<file path="src/hdl/execPkg.sv">
// ============================================================
// shared types of the RV32 integer execute stage
// op codes 16 and up form the multiply/divide group
// ============================================================
package execPkg;

    // data and pc width
    parameter int xLen = 32;

    // pc step of one instruction
    parameter int insnSize = 4;

    parameter int opWidth = 5;
    parameter int brWidth = 3;

    typedef enum logic [opWidth-1:0] {
        opAdd    = 5'd0,
        opSub    = 5'd1,
        opSll    = 5'd2,
        opSlt    = 5'd3,
        opSltu   = 5'd4,
        opXor    = 5'd5,
        opSrl    = 5'd6,
        opSra    = 5'd7,
        opOr     = 5'd8,
        opAnd    = 5'd9,
        // src1 & ~src2
        opClear1 = 5'd10,
        // ~src1 & src2
        opClear2 = 5'd11,
        // RV32M group
        opMul    = 5'd16,
        opMulh   = 5'd17,
        opMulhsu = 5'd18,
        opMulhu  = 5'd19,
        opDiv    = 5'd20,
        opDivu   = 5'd21,
        opRem    = 5'd22,
        opRemu   = 5'd23
    } execOp;

    typedef enum logic [brWidth-1:0] {
        brNone,
        brEq,
        brNe,
        brLt,
        brGe,
        brLtu,
        brGeu,
        brAlways
    } branchType;

    typedef enum logic [1:0] {
        sIdle,
        sBusy,
        sDone
    } mulDivState;

    function automatic logic isMulDiv(execOp op);
        return op inside {
            opMul, opMulh, opMulhsu, opMulhu,
            opDiv, opDivu, opRem, opRemu
        };
    endfunction

endpackage

</file>
<file path="src/hdl/unitRespIf.sv">
// ============================================================
// one response from an execute unit to the merge block
// moves on an edge where valid and ready are both high
// ============================================================
interface unitRespIf #(
    parameter int xLen = execPkg::xLen
) ();

    logic            valid;
    logic            ready;
    logic [xLen-1:0] data;
    logic            taken;
    logic [xLen-1:0] target;

    // producer side
    modport unit (
        output valid,
        output data,
        output taken,
        output target,
        input  ready
    );

    // consumer side
    modport merge (
        input  valid,
        input  data,
        input  taken,
        input  target,
        output ready
    );

endinterface

</file>
<file path="src/hdl/aluBranchUnit.sv">
// ============================================================
// single-cycle ALU and branch unit with a one-entry response
// inValid must already include the stage handshake
// ============================================================
module aluBranchUnit #(
    parameter int xLen = execPkg::xLen
) (
    input  logic                  clk,
    input  logic                  arstN,
    input  logic                  inValid,
    input  execPkg::execOp        inOp,
    input  execPkg::branchType    inBranch,
    input  logic                  inUseImm,
    input  logic [xLen-1:0]       inPc,
    input  logic [xLen-1:0]       inSrc1,
    input  logic [xLen-1:0]       inSrc2,
    input  logic [xLen-1:0]       inImm,
    output logic                  unitReady,
    unitRespIf.unit               resp
);

    localparam int shW = $clog2(xLen);

    logic            accept;
    logic [xLen-1:0] op2;
    logic [shW-1:0]  shamt;
    logic [xLen-1:0] aluResult;
    logic            cmpHolds;
    logic            taken;
    logic [xLen-1:0] target;

    // slot free or draining this cycle
    assign unitReady = !resp.valid || resp.ready;
    assign accept = inValid && unitReady && !execPkg::isMulDiv(inOp);

    always_comb begin
        op2 = inUseImm ? inImm : inSrc2;
        shamt = op2[shW-1:0];
        unique case (inOp)
            execPkg::opAdd:    aluResult = inSrc1 + op2;
            execPkg::opSub:    aluResult = inSrc1 - op2;
            execPkg::opSll:    aluResult = inSrc1 << shamt;
            execPkg::opSlt:    aluResult = {{(xLen-1){1'b0}}, $signed(inSrc1) < $signed(op2)};
            execPkg::opSltu:   aluResult = {{(xLen-1){1'b0}}, inSrc1 < op2};
            execPkg::opXor:    aluResult = inSrc1 ^ op2;
            execPkg::opSrl:    aluResult = inSrc1 >> shamt;
            execPkg::opSra:    aluResult = $signed(inSrc1) >>> shamt;
            execPkg::opOr:     aluResult = inSrc1 | op2;
            execPkg::opAnd:    aluResult = inSrc1 & op2;
            execPkg::opClear1: aluResult = inSrc1 & ~op2;
            execPkg::opClear2: aluResult = ~inSrc1 & op2;
            default:           aluResult = '0;
        endcase
    end

    // branch compare always uses the register sources
    always_comb begin
        unique case (inBranch)
            execPkg::brEq:     cmpHolds = inSrc1 == inSrc2;
            execPkg::brNe:     cmpHolds = inSrc1 != inSrc2;
            execPkg::brLt:     cmpHolds = $signed(inSrc1) < $signed(inSrc2);
            execPkg::brGe:     cmpHolds = $signed(inSrc1) >= $signed(inSrc2);
            execPkg::brLtu:    cmpHolds = inSrc1 < inSrc2;
            execPkg::brGeu:    cmpHolds = inSrc1 >= inSrc2;
            execPkg::brAlways: cmpHolds = 1'b1;
            default:           cmpHolds = 1'b0;
        endcase
        taken = (inBranch != execPkg::brNone) && cmpHolds;
        target = taken ? inPc + inImm : inPc + xLen'(execPkg::insnSize);
    end

    always_ff @(posedge clk or negedge arstN) begin
        if (!arstN) begin
            resp.valid <= 1'b0;
        end else if (accept) begin
            resp.valid <= 1'b1;
        end else if (resp.ready) begin
            resp.valid <= 1'b0;
        end
    end

    always_ff @(posedge clk) begin
        if (accept) begin
            resp.data <= aluResult;
            resp.taken <= taken;
            resp.target <= target;
        end
    end

endmodule

</file>
<file path="src/hdl/executeTop.sv">
// ============================================================
// integer execute stage, valid/ready in and out
// one mul/div op in flight blocks all issue until it leaves
// ============================================================
module executeTop #(
    parameter int xLen = execPkg::xLen
) (
    input  logic               clk,
    input  logic               arstN,
    input  logic               inValid,
    output logic               inReady,
    input  execPkg::execOp     inOp,
    input  execPkg::branchType inBranch,
    input  logic               inUseImm,
    input  logic [xLen-1:0]    inPc,
    input  logic [xLen-1:0]    inSrc1,
    input  logic [xLen-1:0]    inSrc2,
    input  logic [xLen-1:0]    inImm,
    output logic               outValid,
    input  logic               outReady,
    output logic [xLen-1:0]    outResult,
    output logic               outBranchTaken,
    output logic [xLen-1:0]    outNextPc
);

    logic aluReady;
    logic mulDivReady;

    unitRespIf #(.xLen(xLen)) aluResp ();
    unitRespIf #(.xLen(xLen)) mulDivResp ();

    // units only see inputs that actually transfer
    aluBranchUnit #(.xLen(xLen)) aluUnit (
        .clk       (clk),
        .arstN     (arstN),
        .inValid   (inValid && inReady),
        .inOp      (inOp),
        .inBranch  (inBranch),
        .inUseImm  (inUseImm),
        .inPc      (inPc),
        .inSrc1    (inSrc1),
        .inSrc2    (inSrc2),
        .inImm     (inImm),
        .unitReady (aluReady),
        .resp      (aluResp)
    );

    mulDivUnit #(.xLen(xLen)) mulDiv (
        .clk       (clk),
        .arstN     (arstN),
        .inValid   (inValid && inReady),
        .inOp      (inOp),
        .inPc      (inPc),
        .inSrc1    (inSrc1),
        .inSrc2    (inSrc2),
        .unitReady (mulDivReady),
        .resp      (mulDivResp)
    );

    resultMerge #(.xLen(xLen)) merge (
        .clk            (clk),
        .arstN          (arstN),
        .outReady       (outReady),
        .inReady        (inReady),
        .outValid       (outValid),
        .outResult      (outResult),
        .outBranchTaken (outBranchTaken),
        .outNextPc      (outNextPc),
        .aluReady       (aluReady),
        .mulDivReady    (mulDivReady),
        .aluResp        (aluResp),
        .mulDivResp     (mulDivResp)
    );

endmodule

</file>
<file path="src/hdl/mulDivUnit.sv">
// ============================================================
// iterative RV32M unit, one op at a time, xLen steps per op
// shift-add multiply and restoring divide on magnitudes
// ============================================================
module mulDivUnit #(
    parameter int xLen = execPkg::xLen
) (
    input  logic                  clk,
    input  logic                  arstN,
    input  logic                  inValid,
    input  execPkg::execOp        inOp,
    input  logic [xLen-1:0]       inPc,
    input  logic [xLen-1:0]       inSrc1,
    input  logic [xLen-1:0]       inSrc2,
    output logic                  unitReady,
    unitRespIf.unit               resp
);

    localparam int cntW = $clog2(xLen);

    execPkg::mulDivState state;
    logic [cntW-1:0]     count;
    execPkg::execOp      opReg;
    logic [xLen-1:0]     pcReg;
    logic [xLen-1:0]     operandB;
    // multiply: {product hi, multiplier}, divide: {remainder, quotient}
    logic [2*xLen-1:0]   acc;
    logic                negRes;
    logic                negRem;
    logic                divZero;
    logic                isDivReg;

    logic                accept;
    logic                src1Signed;
    logic                src2Signed;
    logic                negA;
    logic                negB;
    logic [xLen-1:0]     magA;
    logic [xLen-1:0]     magB;
    logic [xLen:0]       addSum;
    logic [xLen:0]       remShift;
    logic [xLen:0]       remDiff;
    logic [2*xLen-1:0]   prodFinal;
    logic [xLen-1:0]     quoFinal;
    logic [xLen-1:0]     remFinal;

    assign unitReady = (state == execPkg::sIdle);
    assign accept = inValid && unitReady && execPkg::isMulDiv(inOp);

    always_comb begin
        src1Signed = inOp inside {execPkg::opMulh, execPkg::opMulhsu,
                                  execPkg::opDiv, execPkg::opRem};
        src2Signed = inOp inside {execPkg::opMulh, execPkg::opDiv, execPkg::opRem};
        negA = src1Signed && inSrc1[xLen-1];
        negB = src2Signed && inSrc2[xLen-1];
        magA = negA ? -inSrc1 : inSrc1;
        magB = negB ? -inSrc2 : inSrc2;
    end

    // one step of either algorithm
    always_comb begin
        addSum = {1'b0, acc[2*xLen-1:xLen]} + (acc[0] ? {1'b0, operandB} : '0);
        remShift = acc[2*xLen-1:xLen-1];
        remDiff = remShift - {1'b0, operandB};
    end

    // sign fix-up; min / -1 already comes out right on magnitudes
    always_comb begin
        prodFinal = negRes ? -acc : acc;
        quoFinal = negRes ? -acc[xLen-1:0] : acc[xLen-1:0];
        remFinal = negRem ? -acc[2*xLen-1:xLen] : acc[2*xLen-1:xLen];
        unique case (opReg)
            execPkg::opMul:   resp.data = prodFinal[xLen-1:0];
            execPkg::opMulh,
            execPkg::opMulhsu,
            execPkg::opMulhu: resp.data = prodFinal[2*xLen-1:xLen];
            execPkg::opDiv,
            execPkg::opDivu:  resp.data = divZero ? '1 : quoFinal;
            execPkg::opRem,
            execPkg::opRemu:  resp.data = remFinal;
            default:          resp.data = '0;
        endcase
    end

    assign resp.valid = (state == execPkg::sDone);
    assign resp.taken = 1'b0;
    assign resp.target = pcReg + xLen'(execPkg::insnSize);

    always_ff @(posedge clk or negedge arstN) begin
        if (!arstN) begin
            state <= execPkg::sIdle;
            count <= '0;
        end else begin
            unique case (state)
                execPkg::sIdle: begin
                    if (accept) begin
                        state <= execPkg::sBusy;
                        count <= '0;
                    end
                end
                execPkg::sBusy: begin
                    count <= count + 1'b1;
                    if (count == cntW'(xLen - 1)) begin
                        state <= execPkg::sDone;
                    end
                end
                execPkg::sDone: begin
                    if (resp.ready) begin
                        state <= execPkg::sIdle;
                    end
                end
                default: state <= execPkg::sIdle;
            endcase
        end
    end

    always_ff @(posedge clk) begin
        if (accept) begin
            opReg <= inOp;
            pcReg <= inPc;
            operandB <= magB;
            acc <= {{xLen{1'b0}}, magA};
            negRes <= negA ^ negB;
            negRem <= negA;
            divZero <= (inSrc2 == '0);
            isDivReg <= inOp inside {execPkg::opDiv, execPkg::opDivu,
                                     execPkg::opRem, execPkg::opRemu};
        end else if (state == execPkg::sBusy) begin
            if (!isDivReg) begin
                acc <= {addSum, acc[xLen-1:1]};
            end else if (remDiff[xLen]) begin
                // restore
                acc <= {remShift[xLen-1:0], acc[xLen-2:0], 1'b0};
            end else begin
                acc <= {remDiff[xLen-1:0], acc[xLen-2:0], 1'b1};
            end
        end
    end

endmodule

</file>
<file path="src/hdl/resultMerge.sv">
// ============================================================
// merges both unit responses into one output register
// ALU response wins; order holds since issue stalls on mul/div
// ============================================================
module resultMerge #(
    parameter int xLen = execPkg::xLen
) (
    input  logic            clk,
    input  logic            arstN,
    input  logic            outReady,
    output logic            inReady,
    output logic            outValid,
    output logic [xLen-1:0] outResult,
    output logic            outBranchTaken,
    output logic [xLen-1:0] outNextPc,
    input  logic            aluReady,
    input  logic            mulDivReady,
    unitRespIf.merge        aluResp,
    unitRespIf.merge        mulDivResp
);

    logic load;

    // output register empty or leaving
    assign load = !outValid || outReady;

    assign aluResp.ready = load;
    assign mulDivResp.ready = load && !aluResp.valid;

    // no issue while either unit is full
    assign inReady = aluReady && mulDivReady;

    always_ff @(posedge clk or negedge arstN) begin
        if (!arstN) begin
            outValid <= 1'b0;
        end else if (load) begin
            outValid <= aluResp.valid || mulDivResp.valid;
        end
    end

    always_ff @(posedge clk) begin
        if (load) begin
            if (aluResp.valid) begin
                outResult <= aluResp.data;
                outBranchTaken <= aluResp.taken;
                outNextPc <= aluResp.target;
            end else if (mulDivResp.valid) begin
                outResult <= mulDivResp.data;
                outBranchTaken <= mulDivResp.taken;
                outNextPc <= mulDivResp.target;
            end
        end
    end

endmodule

</file>
<file path="config.mk">
export PLATFORM = sky130hd
export DESIGN_NAME = executeTop
export DESIGN_NICKNAME = d
export VERILOG_FILES = /design/src/hdl/execPkg.sv /design/src/hdl/unitRespIf.sv /design/src/hdl/aluBranchUnit.sv /design/src/hdl/executeTop.sv /design/src/hdl/mulDivUnit.sv /design/src/hdl/resultMerge.sv
export SDC_FILE = /design/constraint.sdc
export NUM_CORES = 2
export LEC_CHECK = 0
export BUFFER_PORTS_ARGS = -buffer_cell sky130_fd_sc_hd__buf_2
export CORE_MARGIN = 10
export CORE_UTILIZATION = 40
export CTS_CLUSTER_DIAMETER = 80
export DETAILED_ROUTE_END_ITERATION = 8
export SLEW_MARGIN = 20
export SYNTH_ARGS = -nofsm -noshare
export SYNTH_HDL_FRONTEND = slang
export SYNTH_HIERARCHICAL = 1
export SYNTH_SLANG_ARGS = --single-unit
export TNS_END_PERCENT = 100
</file>
<file path="constraint.sdc">
create_clock -name clk -period 5.4 [get_ports clk]
set_input_delay 1.08 -clock clk [delete_from_list [all_inputs] [get_ports clk]]
set_output_delay 1.08 -clock clk [all_outputs]
set_load 0.01 [all_outputs]
</file>
Word-level counts from Yosys, hierarchy flattened

Index checks and enable logic that the tools add are counted.

Flip-flop bits (word level): 276
Input port bits: 141
Output and inout port bits: 67
Word-level logic and storage cells: 155

Add/subtract/negate cells: 13
Magnitude comparators: 6
Eq/ne operators: 42
Shifts and indexed selects: 3
Multiplexer cells: 30
Bitwise operators: 8
Reduce and logical (&&, ||, !) cells: 34

Operator list:

| cell                                           | count |
|---|---|
| two-way mux 32 bit                             | 14 |
| one-hot mux 32 bit (12 select lines)           | 1 |
| two-way mux 64 bit                             | 3 |
| less-than comparator 32 bit                    | 4 |
| negator 32 bit                                 | 4 |
| one-hot mux 32 bit (4 select lines)            | 1 |
| AND 32 bit                                     | 3 |
| == test 5 bit (second input constant)          | 17 |
| adder 32 x 3 -> 32 bit (second input constant) | 2 |
| adder 32 bit                                   | 2 |
| greater-or-equal comparator 32 bit             | 2 |
| negator 64 bit                                 | 1 |
| inverter 32 bit                                | 2 |
| adder 32 x 32 -> 33 bit                        | 1 |
| subtractor 33 x 32 -> 33 bit                   | 1 |
| == test 32 bit                                 | 1 |
| logical NOT 32 bit                             | 1 |
| inequality test 32 bit                         | 1 |
| bitwise OR 32 bit                              | 1 |
| << shifter 32 x 5 -> 32 bit                    | 1 |
| >> shifter 32 x 5 -> 32 bit                    | 1 |
| >>> shifter 32 x 5 -> 32 bit                   | 1 |
| subtractor 32 bit                              | 1 |
| XOR 32 bit                                     | 1 |
| 32 further kinds                               | 69 |

Longest topological paths before layout

Word-level depth: 9
Mapped depth: 19
Depth with buffers taken out: 14

By module

Netlist, hierarchy kept.

Modules (own cells, without submodules):

| module        | times used | cells each | area each (µm²) | seq. area each (µm²) |
|---|---|---|---|---|
| aluBranchUnit | 1          | 2084       | 14824.2         | 1976.9 |
| mulDivUnit    | 1          | 1689       | 13754.4         | 3968.8 |
| resultMerge   | 1          | 145        | 2901.5          | 1976.9 |
| executeTop    | 1          | 1          | 6.3             | 0.0 |

Worst setup path before layout

OpenSTA, ideal clock, no wires.

Path kind: in2reg
From: in outReady
To: reg aluUnit.resp.data[0], enable pin
Library setup time: 496 ps
Arrival: 4627 ps
Data required time: 4904 ps
Setup slack: 277 ps
Cell stages on the path: 7
Path buffers: 0
Cell sequence: nor2b_1 -> inv_1 -> nand2b_1 -> and2_1 -> and2_1 -> o21ai_0 -> nor2b_1

Cells in the longest elaborated chain, start to end: 6

RTL lines:

| element                        | RTL line            | text |
|---|---|---|
| start: declaration             | executeTop.sv:20    | `input logic outReady,` |
| logical OR 1 bit               | resultMerge.sv:25   | `assign load = !outValid \|\| outReady;` |
| net aluResp.ready              | unitRespIf.sv:10    | `logic ready;` |
| logical OR 1 bit               | aluBranchUnit.sv:33 | `assign unitReady = !resp.valid \|\| resp.ready;` |
| net aluReady                   | executeTop.sv:26    | `logic aluReady;` |
| logical AND 1 bit              | resultMerge.sv:31   | `assign inReady = aluReady && mulDivReady;` |
| net inReady                    | executeTop.sv:11    | `output logic inReady,` |
| logical AND 1 bit              | executeTop.sv:36    | `.inValid (inValid && inReady),` |
| logical AND 1 bit (2 in a row) | aluBranchUnit.sv:34 | `assign accept = inValid && unitReady && !execPkg::isMulDiv(inOp);` |
| net aluUnit.accept             | aluBranchUnit.sv:24 | `logic accept;` |
| end signal: assignment         | aluBranchUnit.sv:84 | `resp.data <= aluResult;` |
| end: declaration               | unitRespIf.sv:18    | `output data,` |

The timed path passes the listed nets, and every way through them passes these cells.
A chain may end at the register's enable or synchronous reset.

Worst setup path after layout

From: in inUseImm
To: reg aluUnit.resp.data[26], data pin

Cells in the longest elaborated chain, start to end: 4
Elaborated cells between the ends (all ways): 13
Those cells by class: add/sub: 2; shift: 3; mux: 2; bitwise: 6

RTL lines:

| element                                                   | RTL line            | text |
|---|---|---|
| start: declaration                                        | executeTop.sv:14    | `input logic inUseImm,` |
| two-way mux 32 bit (*)                                    | aluBranchUnit.sv:37 | `op2 = inUseImm ? inImm : inSrc2;` |
| branches (longest 2 deep; another with subtractor 32 bit) | n/a                 |  |
| one-hot mux 32 bit (12 select lines) (*)                  | aluBranchUnit.sv:39 | `unique case (inOp)` |
| net aluUnit.aluResult[26]                                 | aluBranchUnit.sv:27 | `logic [xLen-1:0] aluResult;` |

Mark *: on every way through the listed nets, which the timed path passes.

==> flow_summary.json <==
{
  "clk_latency_ns": 0.59,
  "worst-r2r-cell-count": 14,
  "synth_ff_type": "edfxtp_1",
  "ys_ff_latch": 276,
  "syn_to_final_growth_pct": 12.2,
  "ff2ff_setup_slack_ns": 1.06,
  "drive_above_1_share_pct": 13.9,
  "worstSetupStartpointType": "input port",
  "synth_top_area_share_pct": 22.4,
  "fmax_mhz": 211,
  "rows": 102,
  "yosys-top-cells-area": "edfxtp_1, ha_1, o21ai_0",
  "final_cell_mix": "nand2_1, o21ai_0, a21oi_1",
  "fp.dieH_um": 301,
  "cts_tree": "done",
  "overflow": 0,
  "cp_cell_sequence": "buf_2 -> mux2i_4 -> inv_1 -> fa_1 -> o21bai_1 -> a21boi_0 -> o21ai_0 -> a21oi_1 -> or3_1 -> a31oi_2 -> a41oi_1 -> a21oi_1 -> xor2_1 -> o211ai_1",
  "io_buffers": 207,
  "synth_top_cell_by_area": "edfxtp_1",
  "setup_violations": 0,
  "p_leak_nw": 14.4,
  "drv_cap": 0,
  "track_usage_pct": 31.3,
  "first_pass_iters": 6,
  "io_pins": 208,
  "synth-warning-count": 6,
  "rsz0062_at_grt": "false",
  "r2r-start": "mulDiv/acc[32]",
  "required_ns": 5.68,
  "cpPeakStageDelay_ns": 0.48,
  "gp_congestion": 1.05,
  "synth.mux.area_fraction_pct": 7.24,
  "root_buffer": "clkbuf_16",
  "r2r_end": "mulDiv/acc[34]",
  "m1WireLength_um": 60300,
  "die-area_sq_um": 90300,
  "synth_compound_area_share_pct": 26.2,
  "holdCritPathClass": "input port to asynchronous set/reset pin",
  "setup-tns-final_ns": 0,
  "fin_ws_ns": 0.661,
  "cts_buffers": 37,
  "coreArea_sq_um": 77700,
  "status": "complete, no violations",
  "grt_pass1_wl_um": 212000,
  "vias": 32600,
  "finalMaxSlewViolations": 0,
  "wl_per_cell_um": 28.7,
  "final_common_cell": "nand2_1",
  "wl_met2_um": 64900,
  "cellPowerDensity_nw_per_um2": 376,
  "end_kind": "flop",
  "cts_hold_buf": 0,
  "worstSetupStartpoint": "inUseImm",
  "slowest_stage": "fa_1",
  "met3_length_um": 13800,
  "post-route-period-util_pct": 87.8,
  "skew_ns": 0.0308,
  "final_hold_viol_count": 0,
  "crit_type": "input port to flop",
  "cts_sinks": 276,
  "clock_path_buffers": 3,
  "start_util_pct": 40.5,
  "grt_max_degree": 139,
  "seq_area_frac_synth_pct": 25.2,
  "first_global_vias": 30400,
  "via_per_inst": 6.33,
  "yosysUniqueCellTypes": 106,
  "totalWireLength_um": 148000,
  "cts_resized": 0,
  "fin_nets": 4465,
  "synth_xor_area_share_pct": 8.43,
  "path_delay_family": "compound AO/OA/AOI/OAI gates",
  "syn-instance-count": 3919,
  "post-place-ws_ns": 0.228,
  "drt_iter0_drc": 4374,
  "route.top_layer_used": "met5",
  "synth-simple-area-share_pct": 17.7,
  "synth_area_sq_um": 31500,
  "period_needed_ns": 4.74,
  "postRouteAntennaNets": 0,
  "path_clk_slew_ns": 0.06,
  "crit_buf_inv": 2,
  "antenna_found_initial": 8,
  "synth_top_family_by_area": "compound AO/OA/AOI/OAI gates",
  "async_flop_share_pct": 3.26,
  "synth_edf_count": 235,
  "remaining_drc_errors": 0,
  "fp.dieW_um": 301,
  "synth_adder_area_share_pct": 9.58,
  "tightest_slew_ns": 1.11,
  "max_slew_margin_pct": 26.0,
  "post_cts_buffers": 0,
  "crit_path_frequent_cell": "a21oi_1",
  "arrival_ns": 5.02,
  "synthesis.nets": 4298,
  "syn_avg_cell_area_sq_um": 8.03,
  "vdd_drop_max_uv": 288,
  "path_max_fanout": 17,
  "dpl.hpwl_um": 116000,
  "htree_levels": 2
}
[how the worst max path moves through the flow]
stage | cells after the start | slack (ns) | endpoint
final | 14 | 0.66 | aluUnit/resp.data[26]
after global routing | 14 | 0.44 | aluUnit/resp.data[26]
after global placement | 14 | 0.28 | aluUnit/resp.data[28]
after floorplan | 7 | 0.28 | aluUnit/resp.data[0]
after CTS | 14 | 0.78 | aluUnit/resp.data[26]
after detailed placement | 14 | 0.23 | aluUnit/resp.data[26]
[synth_stat cells, types with 86 or more instances]
cell	n
a21oi_1	327
clkbuf_1	160
edfxtp_1	235
ha_1	233
inv_1	204
mux2i_1	106
nand2_1	377
nand3_1	91
nor2_1	319
nor3_1	86
o21ai_0	371
xnor2_1	182
xor2_1	121
[final cells by class]
| class | count | area (sq um) |
|---|---|---|
| fill | 7776 | 42400 |
| multi-input combinational | 3200 | 21900 |
| sequential | 276 | 7930 |
| timing repair buffer | 361 | 2230 |
| tap | 1040 | 1300 |
| clock buffer | 42 | 955 |
| inverter | 210 | 791 |
| clock inverter | 24 | 256 |
| antenna | 2 | 5.00 |
[where the power goes]
| part | switching [mW] | total, mW | internal, mW | leakage, nW |
|---|---|---|---|---|
| Clock | 1.08 | 2.56 | 1.48 | 0.595 |
| Sequential | 0.691 | 3.64 | 2.95 | 2.57 |
| Combinational | 4.36 | 7.07 | 2.70 | 11.3 |
| Total | 6.13 | 13.3 | 7.14 | 14.4 |
[cell families (layout without fill, tap and decap cells)]
kind of cell / Yosys count / count (layout)
other cells: 1 / 3
mux: 189 / 189
compound gates: 1295 / 1295
fa+ha+maj: 238 / 238
simple gates: 1174 / 1174
buf+inv: 443 / 637
xor+xnor: 303 / 303
flops: 276 / 276
[per-layer routing]
metal | vias to the layer above | global-route usage [%]
li1 | 14800 | -
met1 | 15600 | 40.9
met2 | 1844 | 48.8
met3 | 328 | 5.71
met4 | 6 | 16.2
met5 | - | 0
[per-stage QoR]
step / hold slack, ns / cell area, sq um / util [%] / instances / power (mW)
after floorplan: 0.465 / 31500 / - / 3919 / 8.19
after global placement: 0.492 / 34100 / 43.9 / 5087 / 10.5
after detailed placement: 0.508 / 34100 / 43.9 / 5087 / 10.5
after CTS: 0.331 / 35300 / 45.4 / 5153 / 13.1
after global routing: 0.350 / 35300 / 45.4 / 5155 / 14.0
final: 0.344 / 35300 / 45.4 / 5155 / 13.3
[sequential cells by signal (all words and copies together), names as in the netlist, 5 cells and up]
signal and cells:
aluUnit/resp.data 32, merge/outNextPc 32, merge/outResult 32, mulDiv/operandB 32, mulDiv/acc 64, mulDiv/pcReg 32
mulDiv/opReg 5, aluUnit/resp.target 32, mulDiv/count 5
[worst reg2reg max path: cells and delay by family (launching register included)]
kind                       cells  cell delay (ns)
AOI/OAI and AO/OA              6             1.48
buffers and inverters          4             0.88
and+or+nand+nor                3             0.88
DFF                            1             0.53
adders and majority gates      1             0.44
Note: power is estimated with default switching activity, not from simulation.
